File: src/x86_dec_pkg.sv
package x86_dec_pkg;

    // **************************************************************************
    // Window geometry
    // **************************************************************************
    localparam int WIN_BYTES  = 8;
    localparam int MAX_PREFIX = 4;
    localparam int IDX_W      = $clog2(WIN_BYTES);     // Byte index into the window

    // **************************************************************************
    // Types
    // **************************************************************************

    // Encoded value is the displacement size in bytes
    typedef enum logic [2:0] {
        DISP_NONE = 3'd0,
        DISP_8    = 3'd1,
        DISP_32   = 3'd4
    } disp_t;

    typedef struct packed {
        logic [WIN_BYTES-1:0][7:0] bytes;          // bytes[0] is the first byte
        logic [2:0]                prefix_cnt;     // 0 to MAX_PREFIX
        logic                      two_byte_op;    // 0F escape present
    } instr_win_t;

    // reg is a keyword, so the ModR/M reg field is reg_op
    typedef struct packed {
        logic [1:0] mod;
        logic [2:0] reg_op;
        logic [2:0] rm;
        logic       reg_form;                      // Operand is a register
        logic       has_sib;
        logic [1:0] scale;
        logic [2:0] index;
        logic [2:0] base;
        disp_t      disp;
        logic [3:0] insn_len;                      // Length through the displacement
    } modrm_ctrl_t;

endpackage
File: src/decode_top.sv
module decode_top (
    input  logic                     clk,
    input  logic                     arst_n,
    input  logic                     in_req,
    output logic                     in_ack,
    input  x86_dec_pkg::instr_win_t  in_win,
    input  logic                     out_ack,
    output logic                     out_req,
    output x86_dec_pkg::modrm_ctrl_t out_ctrl
);

    import x86_dec_pkg::*;

    logic        rx_valid;
    logic        rx_ready;
    instr_win_t  rx_data;

    logic        dec_in_valid;
    logic        dec_in_ready;
    instr_win_t  dec_in_win;

    logic        dec_out_valid;
    logic        dec_out_ready;
    modrm_ctrl_t dec_out_ctrl;

    logic        tx_valid;
    logic        tx_ready;
    modrm_ctrl_t tx_data;

    // **************************************************************************
    // Input side
    // **************************************************************************
    fetch_window_rx rx_i (
        .clk       (clk),
        .arst_n    (arst_n),
        .in_req    (in_req),
        .in_ack    (in_ack),
        .in_win    (in_win),
        .win_valid (rx_valid),
        .win_ready (rx_ready),
        .win_data  (rx_data)
    );

    hs_pipe_reg #(.T(instr_win_t)) win_slot_i (
        .clk       (clk),
        .arst_n    (arst_n),
        .in_valid  (rx_valid),
        .in_ready  (rx_ready),
        .in_data   (rx_data),
        .out_valid (dec_in_valid),
        .out_ready (dec_in_ready),
        .out_data  (dec_in_win)
    );

    // **************************************************************************
    // Decode
    // **************************************************************************
    modrm_decode decode_i (
        .in_valid  (dec_in_valid),
        .in_ready  (dec_in_ready),
        .in_win    (dec_in_win),
        .out_valid (dec_out_valid),
        .out_ready (dec_out_ready),
        .out_ctrl  (dec_out_ctrl)
    );

    hs_pipe_reg #(.T(modrm_ctrl_t)) ctrl_slot_i (
        .clk       (clk),
        .arst_n    (arst_n),
        .in_valid  (dec_out_valid),
        .in_ready  (dec_out_ready),
        .in_data   (dec_out_ctrl),
        .out_valid (tx_valid),
        .out_ready (tx_ready),
        .out_data  (tx_data)
    );

    // **************************************************************************
    // Output side
    // **************************************************************************
    decoded_tx tx_i (
        .clk        (clk),
        .arst_n     (arst_n),
        .ctrl_valid (tx_valid),
        .ctrl_ready (tx_ready),
        .ctrl_data  (tx_data),
        .out_req    (out_req),
        .out_ack    (out_ack),
        .out_ctrl   (out_ctrl)
    );

endmodule

File: src/decoded_tx.sv
module decoded_tx (
    input  logic                     clk,
    input  logic                     arst_n,
    input  logic                     ctrl_valid,
    output logic                     ctrl_ready,
    input  x86_dec_pkg::modrm_ctrl_t ctrl_data,
    output logic                     out_req,
    input  logic                     out_ack,
    output x86_dec_pkg::modrm_ctrl_t out_ctrl
);

    import x86_dec_pkg::*;

    typedef enum logic [1:0] {
        TX_IDLE,
        TX_REQ,         // out_req high, word held
        TX_ACK_LOW      // Wait for out_ack to drop
    } tx_state_t;

    tx_state_t   state;
    modrm_ctrl_t hold_q;

    assign ctrl_ready = (state == TX_IDLE);

    always_ff @(posedge clk or negedge arst_n) begin
        if (!arst_n) begin
            state <= TX_IDLE;
        end else begin
            case (state)
                TX_IDLE: begin
                    if (ctrl_valid)
                        state <= TX_REQ;
                end
                TX_REQ: begin
                    if (out_ack)
                        state <= TX_ACK_LOW;
                end
                TX_ACK_LOW: begin
                    if (!out_ack)
                        state <= TX_IDLE;
                end
                default: state <= TX_IDLE;
            endcase
        end
    end

    always_ff @(posedge clk) begin
        if (ctrl_valid && ctrl_ready)
            hold_q <= ctrl_data;
    end

    assign out_req  = (state == TX_REQ);   // Registered, one cycle after the take
    assign out_ctrl = hold_q;

endmodule

File: src/modrm_decode.sv
module modrm_decode (
    input  logic                     in_valid,
    output logic                     in_ready,
    input  x86_dec_pkg::instr_win_t  in_win,
    output logic                     out_valid,
    input  logic                     out_ready,
    output x86_dec_pkg::modrm_ctrl_t out_ctrl
);

    import x86_dec_pkg::*;

    logic [IDX_W-1:0] modrm_idx;
    logic [IDX_W-1:0] sib_idx;
    logic [7:0]       modrm_byte;
    logic [7:0]       sib_byte;

    // Pure combinational stage, handshake passes straight through
    assign out_valid = in_valid;
    assign in_ready  = out_ready;

    // **************************************************************************
    // Byte selection
    // **************************************************************************
    always_comb begin
        modrm_idx  = IDX_W'(in_win.prefix_cnt) + IDX_W'(1) + IDX_W'(in_win.two_byte_op);
        sib_idx    = modrm_idx + IDX_W'(1);
        modrm_byte = in_win.bytes[modrm_idx];
        sib_byte   = in_win.bytes[sib_idx];
    end

    // **************************************************************************
    // Field decode
    // **************************************************************************
    always_comb begin
        out_ctrl = '0;

        out_ctrl.mod      = modrm_byte[7:6];
        out_ctrl.reg_op   = modrm_byte[5:3];
        out_ctrl.rm       = modrm_byte[2:0];
        out_ctrl.reg_form = (modrm_byte[7:6] == 2'd3);
        out_ctrl.has_sib  = !out_ctrl.reg_form && (modrm_byte[2:0] == 3'd4);

        if (out_ctrl.has_sib) begin
            out_ctrl.scale = sib_byte[7:6];
            out_ctrl.index = sib_byte[5:3];
            out_ctrl.base  = sib_byte[2:0];
        end

        case (out_ctrl.mod)
            2'd0: begin
                // Absolute disp32, or SIB with no base register
                if (out_ctrl.rm == 3'd5 || (out_ctrl.has_sib && out_ctrl.base == 3'd5))
                    out_ctrl.disp = DISP_32;
                else
                    out_ctrl.disp = DISP_NONE;
            end
            2'd1:    out_ctrl.disp = DISP_8;
            2'd2:    out_ctrl.disp = DISP_32;
            default: out_ctrl.disp = DISP_NONE;
        endcase

        out_ctrl.insn_len = 4'(modrm_idx) + 4'd1 + 4'(out_ctrl.has_sib) + 4'(out_ctrl.disp);
    end

endmodule

File: src/hs_pipe_reg.sv
module hs_pipe_reg #(
    parameter type T = logic
) (
    input  logic clk,
    input  logic arst_n,
    input  logic in_valid,
    output logic in_ready,
    input  T     in_data,
    output logic out_valid,
    input  logic out_ready,
    output T     out_data
);

    logic full;
    T     data_q;

    // Take a new item when empty or when the current one leaves this cycle
    assign in_ready = !full || out_ready;

    always_ff @(posedge clk or negedge arst_n) begin
        if (!arst_n)
            full <= 1'b0;
        else if (in_valid && in_ready)
            full <= 1'b1;
        else if (out_ready)
            full <= 1'b0;
    end

    always_ff @(posedge clk) begin
        if (in_valid && in_ready)
            data_q <= in_data;
    end

    assign out_valid = full;
    assign out_data  = data_q;

endmodule

File: src/fetch_window_rx.sv
module fetch_window_rx (
    input  logic                    clk,
    input  logic                    arst_n,
    input  logic                    in_req,
    output logic                    in_ack,
    input  x86_dec_pkg::instr_win_t in_win,
    output logic                    win_valid,
    input  logic                    win_ready,
    output x86_dec_pkg::instr_win_t win_data
);

    import x86_dec_pkg::*;

    typedef enum logic [1:0] {
        RX_IDLE,        // Empty, in_ack low
        RX_HOLD,        // Window held for downstream
        RX_WAIT         // Empty, in_ack still high until in_req drops
    } rx_state_t;

    rx_state_t  state;
    instr_win_t hold_q;

    always_ff @(posedge clk or negedge arst_n) begin
        if (!arst_n) begin
            state  <= RX_IDLE;
            in_ack <= 1'b0;
        end else begin
            if (in_ack && !in_req)
                in_ack <= 1'b0;                    // Close the four-phase cycle

            case (state)
                RX_IDLE: begin
                    if (in_req) begin
                        state  <= RX_HOLD;
                        in_ack <= 1'b1;
                    end
                end
                RX_HOLD: begin
                    if (win_ready)
                        state <= (in_ack && in_req) ? RX_WAIT : RX_IDLE;
                end
                RX_WAIT: begin
                    if (!in_req)
                        state <= RX_IDLE;
                end
                default: state <= RX_IDLE;
            endcase
        end
    end

    always_ff @(posedge clk) begin
        if (state == RX_IDLE && in_req)
            hold_q <= in_win;
    end

    assign win_valid = (state == RX_HOLD);
    assign win_data  = hold_q;

endmodule

File: config.mk
export PLATFORM = sky130hd
export DESIGN_NAME = decode_top
export DESIGN_NICKNAME = d
export VERILOG_FILES = /design/src/x86_dec_pkg.sv /design/src/decode_top.sv /design/src/decoded_tx.sv /design/src/modrm_decode.sv /design/src/hs_pipe_reg.sv /design/src/fetch_window_rx.sv
export SDC_FILE = /design/constraint.sdc
export NUM_CORES = 1
export LEC_CHECK = 0
export BUFFER_PORTS_ARGS = -buffer_cell sky130_fd_sc_hd__buf_4
export CAP_MARGIN = 0
export CELL_PAD_IN_SITES_DETAIL_PLACEMENT = 1
export CELL_PAD_IN_SITES_GLOBAL_PLACEMENT = 2
export CORE_MARGIN = 1
export CORE_UTILIZATION = 43
export DETAILED_ROUTE_END_ITERATION = 12
export PLACE_DENSITY = 0.82
export SLEW_MARGIN = 5
export SYNTH_ARGS = -nofsm -noshare
export SYNTH_HDL_FRONTEND = slang
export SYNTH_SLANG_ARGS = --single-unit
File: constraint.sdc
create_clock -name clk -period 4.55 [get_ports clk]
set_input_delay 0.91 -clock clk [delete_from_list [all_inputs] [get_ports clk]]
set_output_delay 0.91 -clock clk [all_outputs]
set_load 0.03 [all_outputs]
; Word level (Yosys, flattened, before mapping)
; Cells that the tools add are included.
[op_classes]
n_addsub = 6
n_mux = 23
n_eq_ne = 16
n_lt_le_gt_ge = 2
n_reduce_logical = 22
[op_table]
columns = operator, count
row1 = binary-select mux 8 bit (select 3 bit), 2
row2 = 2-to-1 mux 8 bit, 2
row3 = 2-to-1 mux 2 bit, 7
row4 = != test 2 bit (second input constant), 6
row5 = one-hot mux 2 bit (3 select lines), 2
row6 = equality test 3 bit (second input constant), 3
row7 = one-hot mux 3 bit (3 select lines), 1
row8 = equality test 2 bit (second input constant), 4
row9 = logical AND 1 bit, 8
row10 = less-than comparator 3 x 4 -> 1 bit (second input constant), 2
row11 = 2-to-1 mux 1 bit, 7
row12 = adder 3 x 1 -> 3 bit (second input constant), 2
row13 = equality test 2 x 1 -> 1 bit (second input constant), 3
row14 = logical NOT 2 bit, 3
row15 = 2-to-1 mux 3 bit, 2
row16 = AND reduction 3 bit, 2
row17 = adder 3 x 1 -> 4 bit (second input constant), 1
row18 = adder 4 x 1 -> 4 bit, 1
row19 = adder 4 x 3 -> 4 bit, 1
row20 = logical NOT 1 bit, 4
row21 = nonzero test 2 bit, 2
row22 = adder 3 x 1 -> 3 bit, 1
row23 = logical OR 1 bit, 3
[word_totals]
out_inout_bits = 27
wordCells = 114
ff_bits = 193

; Logic depth before layout (Yosys ltp)
; Gate-level depths: netlist of the first run.
[depth]
ltp_word = 14
ltp_mapped = 16
mapped_depth_nobuf = 15

; Cells and area by module
; A second synthesis of the first run with hierarchy kept.
[unflattened]
hier_cells = 354
hier_area_um2 = 7497.2
[modules_own_cells]
columns = module, cells_each, instances, area_per_inst_um2
row1 = fetch_window_rx, 81, 1, 2180.8
row2 = hs_pipe_reg at win_slot_i, 72, 1, 2095.8
row3 = modrm_decode, 138, 1, 1572.8
row4 = decoded_tx, 34, 1, 843.3
row5 = hs_pipe_reg at ctrl_slot_i, 29, 1, 804.5

; Worst setup path after synthesis of the first run
; OpenSTA, ideal clock, no wires.
[synth_path]
path_kind = input port to flip-flop
start = in in_req
end = reg rx_i.hold_q (netlist bit rx_i.win_data[0]), enable pin
required_time_ps = 4054
path_slack_ps = 205
path_stages = 2
path_buffers = 0
arrival_time_ps = 3849
path_cell_list = nand2b_1 nor2_1
[synth_between]
elab_chain_len = 1
[synth_rtl]
columns = element, line
row1 = from (decl), decode_top.sv:4  ; input logic in_req,
row2 = logical AND 1 bit, fetch_window_rx.sv:52  ; if (state == RX_IDLE && in_req)
row3 = to (signal assigned), fetch_window_rx.sv:53  ; hold_q <= in_win;
row4 = to (decl), fetch_window_rx.sv:21  ; instr_win_t hold_q;
; No other way between the ends.
; A chain may end at the register's enable or synchronous reset.

==> results of run 1 <==
-- sequential cells by signal, summed over array words and instances (netlist names) --
name,cells
tx_i.state,2
tx_i.out_ctrl,24
rx_i.in_ack,1
rx_i.win_data,68
win_slot_i.out_valid,1
rx_i.state,2
win_slot_i.out_data,68
ctrl_slot_i.out_data,24
ctrl_slot_i.out_valid,1
-- path summary, 6_finish.rpt --
check                                          end  slack, ns  depth (start not counted)
max in group asynchronous    ctrl_slot_i.out_valid       4.14                          1
min in group clk                  tx_i.out_ctrl[4]       0.42                          0
setup / recovery           ctrl_slot_i.out_data[3]       0.67                         14
setup reg to reg           ctrl_slot_i.out_data[3]       0.67                         14
hold / removal                       rx_i.state[0]       0.28                          1
hold reg to reg                   tx_i.out_ctrl[4]       0.42                          0
-- metal layers --
| layer | vias to the layer above | global-route usage (%) |
|---|---|---|
| met1 | 1771 | 20.0 |
| met2 | 91 | 28.7 |
| met5 | - | 0 |
| met4 | 0 | 6.46 |
| li1 | 1595 | - |
| met3 | 12 | 4.19 |
-- critical path, delay by kind of cell (launching register included) --
family,cells,cell delay (ns)
adder cells (fa/ha/maj),4,1.30
multiplexers,1,0.37
AND/OR/NAND/NOR,1,0.10
AO/OA/AOI/OAI,2,0.63
flip-flops,1,0.36
XOR/XNOR,1,0.07
buffers and inverters,5,0.79
-- layout by cell type (no fill, tap or decap), drive strengths merged, types with 2 or more instances in the layout --
master / n
a21o: 2
a21oi: 5
a221oi: 2
and2: 2
buf: 104
bufinv: 2
clkbuf: 17
clkinv: 9
dfrtp: 7
edfxtp: 184
ha: 7
inv: 17
mux2: 9
mux2i: 2
mux4: 31
nand2: 20
nand2b: 10
nor2: 18
nor2b: 5
nor3: 5
o21ai: 3
xnor2: 4
-- power by group --
part	internal, W	switching (W)
Combinational	0.00101	0.00133
Clock	0.000805	0.000627
Sequential	0.00272	0.000228
Total	0.00454	0.00219
-- through the flow --
step	area [µm²]	setup WS, ns	hold WS, ns	instances
2_1_floorplan	7240	0.205	0.400	349
3_3_place_gp	8250	0.784	0.404	662
3_5_place_dp	8250	0.638	0.406	662
4_1_cts	8820	0.626	0.268	694
5_1_grt	8820	0.380	0.271	694
6_report	8820	0.675	0.279	694
-- cell families (layout without fill, tap and decap cells) --
logic type               count (synthesis)  count (layout)  synth area share (%)
other                                    1               1                0.0518
XOR/XNOR                                 4               4                 0.691
buffers and inverters                   25             150                  1.62
flip-flops                             191             191                  78.7
multiplexers                            42              42                  11.4
adder cells (fa/ha/maj)                  8               8                  1.49
AO/OA/AOI/OAI                           16              16                  1.61
AND/OR/NAND/NOR                         62              62                  4.47
-- layout make-up --
class / instances / area [µm²] / share of cell area [%]
Sequential cell: 191 / 5700 / 64.6
Multi-Input combinational cell: 133 / 1450 / 16.4
Timing Repair Buffer: 104 / 781 / 8.85
Clock buffer: 17 / 425 / 4.82
Tap cell: 220 / 275 / 3.12
Clock inverter: 15 / 143 / 1.62
Inverter: 14 / 52.6 / 0.596
==> qor.csv, run 1 <==
stage;metric;value;unit
yosys;Post-Syn Area;0.00724;mm²
drt;First DRT Iteration DRCs;249;
worst_setup_path;Setup CP Type;reg2reg;
drt;wire per inst;19.1;µm
placement;I/O Buffers;97;
yosys;largest area contributor in the netlist;edfxtp_1;
drt;post-route ant nets;0;
timing;final period utilization;85.2;%
yosys;Post-synth top cells;edfxtp_1, mux4_2, nand2_1;
timing;Hold Vio Cnt, Final;0;
worst_setup_path;CP Launch Point;win_slot_i.out_data[1];
worst_setup_path;crit end category;flip-flop;
worst_setup_path;Worst path most repeated cell;ha_1;
grt;first-pass GRT wire length;20.9;mm
placement;routability cong.;0.818;
drt;DR vias/cell;5.00;
yosys;synthesized area per cell;20.8;µm²
die;I/O pin cnt;99;
final_layout;final core occ;53.4;%
grt;vias in the first global route;3793;
yosys;Mapped Nets;429;
yosys;synthesized instance count;349;
drt;wirelength, routed;13.3;mm
flow_run;max-cap violation count;0;
cts;hold buffers post-CTS;0;
yosys;count of cell types in the netlist;37;
timing;Final Max Slew Viols;0;
worst_setup_path;Max FO, Critical Path;19;
power_and_ir_drop;Pwr Density;762;mW/mm²
timing;setup TNS;0;ns
drt;met2 WL post-DR;7.04;mm
die;Initial Utilization;43.8;%
min_path;worst min path class;in2async;
yosys;yosys warns;0;
grt;global-route usage over all layers;16.6;%
worst_setup_path;crit path DAT;4.05;ns
timing;Least-Margin Pin Slew;1.06;ns
yosys;synth top area cells;edfxtp_1, mux4_2, dfrtp_1;
yosys;post-synth top area share;76.3;%
worst_setup_path;CP Launch Type;flip-flop;
grt;largest net degree at the start of global routing;70;
drt;met3 WL post-DR;494;µm
die;CORE AREA;0.0165;mm²
yosys;ys flop type;edfxtp_1;
drt;DR top layer;met4;
yosys;fraction of registers with async set/reset;3.66;%
grt;initial antenna violation count;0;
cts;Max Root-Sink Buffers;2;
grt;grt ovf;0;
outcome;status;completed;
cts;Worst-path clk slew;0.07;ns
placement;Detail Placement HPWL;9.46;mm
worst_setup_path;worst path cell trace;inv_1 > ha_1 > inv_1 > ha_1 > buf_4 > ha_1 > buf_4 > mux4_2 > inv_1 > o32a_1 > a211oi_1 > ha_1 > nand2_1 > xnor2_1;
cts;Worst-Skew Late Latency;0.43;ns
yosys;post-synthesis sequential area ratio;78.7;%
final_layout;Area growth syn-to-layout;21.8;%
worst_setup_path;Worst Path Required;4.73;ns
yosys;Yosys reg bits;191;
drt;drt pass-1 iters;4;
yosys;most common cell in the synthesized netlist;edfxtp_1;
final_layout;Filler Cells Inserted;1495;
timing;minimum clock period;3.88;ns
cts;CTS buffer count;17;
worst_setup_path;Slowest-stage cell, CP;ha_1;
power_and_ir_drop;Peak VDD IR;308;µV
cts;Max H-tree Level;4;
die;width of the die;132;µm
cts;clk sinks;191;
timing;RSZ-0062 raised after global routing;false;
die;Die Height;132;µm
drt;vias;3469;
final_layout;# nets final;541;
cts;Post-CTS Resized;0;
cts;Clock Tree Root;clkbuf_16;
timing;Clock Skews;0.00864;ns
drt;DRC violations left;0;
timing;relative slew slack;29.1;%
cts;# Post-CTS Setup Buffers;0;
yosys;Post-synth EDFFs;184;
power_and_ir_drop;Leakage;3.20;nW
die;Die ar.;0.0174;mm²
worst_setup_path;CP max stage delay;0.49;ns
timing;final setup violation count;0;
cts;CTS tree;built;
drt;met1 WL;5.58;mm
final_layout;ant diodes;0;
timing;Max Fclk;258;MHz
power_and_ir_drop;Final Power;0.00672;W
final_layout;layout cells sized above 1;39.0;%
worst_setup_path;r2r startpoint;win_slot_i.out_data[1];
die;row count;47;
No activity file was read; power rests on OpenSTA's default activity.
==> run 2: changes to the inputs <==
==> constraint.sdc (replaced) <==
create_clock -name clk -period 4.55 [get_ports clk]
set_input_delay 0.2275 -clock clk [delete_from_list [all_inputs] [get_ports clk]]
set_output_delay 0.2275 -clock clk [all_outputs]
set_load 0.03 [all_outputs]
==> qor.csv, run 2 (synthesized netlist as in run 1, its figures left out) <==
stage;metric;value;unit
power_and_ir_drop;Leakage;3.50;nW
timing;final setup violation count;0;
cts;Clock Tree Root;clkbuf_16;
cts;CTS buffer count;17;
power_and_ir_drop;register share of total power;43.2;%
final_layout;most common cell after layout, fill and taps aside;edfxtp_1;
timing;minimum clock period;3.99;ns
drt;DR vias/cell;4.95;
min_path;hold path start;in_req;
worst_setup_path;RR Endpoint;ctrl_slot_i.out_data[3];
drt;drt pass-1 iters;4;
final_layout;ant diodes;0;
worst_setup_path;CP max stage delay;0.51;ns
worst_setup_path;worst path cell trace;inv_1 > ha_1 > inv_1 > ha_1 > buf_4 > ha_1 > buf_4 > mux4_2 > inv_1 > o32a_1 > a211oi_1 > ha_1 > nand2_1 > xnor2_1;
worst_setup_path;r2r setup slk;0.56;ns
final_layout;Area growth syn-to-layout;32.0;%
worst_setup_path;Worst path most repeated cell;ha_1;
die;CORE AREA;0.0165;mm²
final_layout;Filler Cells Inserted;1475;
worst_setup_path;crit path DAT;4.17;ns
timing;RSZ-0062 raised after global routing;false;
drt;wirelength, routed;14.8;mm
worst_setup_path;delay-heaviest family, CP;adder cells;
placement;pre-CTS WS;0.557;ns
flow_run;max-cap violation count;0;
timing;Max Fclk;250;MHz
min_path;WHS Path Cells;2;
worst_setup_path;Setup CP Type;reg2reg;
die;row count;47;
drt;DR top layer;met4;
cts;CTS tree;built;
worst_setup_path;Worst R2R Path Depth;14;
die;Die Height;132;µm
final_layout;layout cells sized above 1;34.3;%
cts;Max H-tree Level;4;
power_and_ir_drop;logic gate share of total power;35.2;%
placement;I/O Buffers;97;
placement;Detail Placement HPWL;9.56;mm
grt;global-route usage over all layers;18.3;%
worst_setup_path;Crit path buffers/inverters;5;
cts;Max Root-Sink Buffers;2;
power_and_ir_drop;Psw;0.00225;W
grt;grt ovf;0;
grt;largest net degree at the start of global routing;51;
grt;initial antenna violation count;0;
cts;# Post-CTS Setup Buffers;0;
timing;Final Max Slew Viols;0;
worst_setup_path;Worst Path Required;4.73;ns
final_layout;most frequent cells in the layout;edfxtp_1, buf_4, dlygate4sd3_1;
drt;met3 WL post-DR;593;µm
timing;Clock Skews;0.00921;ns
worst_setup_path;crit end category;flip-flop;
timing;Least-Margin Pin Slew;1.10;ns
cts;Worst-Skew Late Latency;0.43;ns
placement;routability cong.;0.821;
timing;setup TNS;0;ns
cts;clk sinks;191;
drt;vias;3786;
timing;Hold Vio Cnt, Final;0;
power_and_ir_drop;clock share of power;21.6;%
power_and_ir_drop;P_int;0.00460;W
die;Initial Utilization;43.8;%
die;width of the die;132;µm
timing;worst setup margin;0.557;ns
final_layout;# nets final;612;
power_and_ir_drop;Peak VDD IR;356;µV
worst_setup_path;Max FO, Critical Path;19;
worst_setup_path;CP Launch Type;flip-flop;
timing;relative slew slack;26.9;%
grt;first-pass GRT wire length;23.0;mm
power_and_ir_drop;Pwr Density;716;mW/mm²
die;Die ar.;0.0174;mm²
drt;DRC violations left;0;
min_path;worst min path class;in2reg;
min_path;Worst Hold End;rx_i.in_ack;
placement;Post-Place Cells;662;
drt;post-route ant nets;0;
die;I/O pin cnt;99;
power_and_ir_drop;Sw Ratio;32.8;%
timing;final period utilization;87.8;%
worst_setup_path;Slowest-stage cell, CP;ha_1;
final_layout;Finished Layout Cells;765;
drt;wire per inst;19.4;µm
cts;Worst-path clk slew;0.07;ns
grt;vias in the first global route;4115;
outcome;status;completed;
worst_setup_path;r2r startpoint;win_slot_i.out_data[0];
drt;First DRT Iteration DRCs;196;
drt;met1 WL;5.96;mm
drt;met2 WL post-DR;8.03;mm
## run 2: timing repair
| item | 4_1_cts | 5_1_grt |
|---|---|---|
| hold buffers | 70 | 0 |
| resized for setup | 0 | 0 |
| hold endpoints to repair | 76 | 0 |
## run 2: how the worst max path moves through the flow
stage	from	to	slack [ns]	depth (start not counted)
final	win_slot_i.out_data[0]	ctrl_slot_i.out_data[3]	0.56	14
after global routing	win_slot_i.out_data[0]	ctrl_slot_i.out_data[2]	0.34	13
after CTS	win_slot_i.out_data[0]	ctrl_slot_i.out_data[3]	0.55	14
after detailed placement	win_slot_i.out_data[0]	ctrl_slot_i.out_data[3]	0.56	14
after global placement	win_slot_i.out_data[0]	ctrl_slot_i.out_data[2]	0.80	15
after floorplan	tx_i.state[0]	rx_i.state[1]	0.42	5
## run 2: worst register-to-register path: stages, from the launching register on
cell	delay [ns]
edfxtp_1	0.40
inv_1	0.08
ha_1	0.14
inv_1	0.04
ha_1	0.51
buf_4	0.38
ha_1	0.37
buf_4	0.24
mux4_2	0.37
inv_1	0.05
o32a_1	0.34
a211oi_1	0.33
ha_1	0.33
nand2_1	0.08
xnor2_1	0.06
## run 2: through the flow
step	cell area (µm²)	hold slack (ns)	power [W]	utilization, %
after floorplan	7240	-0.0681	0.00466	-
after global placement	8250	0.0443	0.00523	50.0
after detailed placement	8250	0.0502	0.00536	50.0
after CTS	9540	0.0125	0.00689	57.7
after global routing	9560	0.0223	0.00716	57.8
final	9560	0.0322	0.00684	57.8
## run 2: cell type report
class	count	area (µm²)	share of cell area (%)
Clock buffer	17	425	4.45
Timing Repair Buffer	175	1500	15.7
Inverter	14	52.6	0.550
Sequential cell	191	5700	59.6
Multi-Input combinational cell	133	1450	15.1
Clock inverter	15	159	1.66
Tap cell	220	275	2.88
## run 2: per-layer routing
layer / GRT usage (%) / up-vias
met2: 32.8 / 93
met1: 21.2 / 1942
met4: 7.62 / 0
met5: 0 / -
li1: - / 1735
met3: 3.88 / 16
## run 2: power groups by stage
stage	logic [W]	clock network, W	registers, W
after floorplan	0.00155	0	0.00310
after global placement	0.00229	0	0.00295
after detailed placement	0.00236	0	0.00300
after CTS	0.00242	0.00150	0.00297
after global routing	0.00260	0.00156	0.00300
final	0.00241	0.00148	0.00295
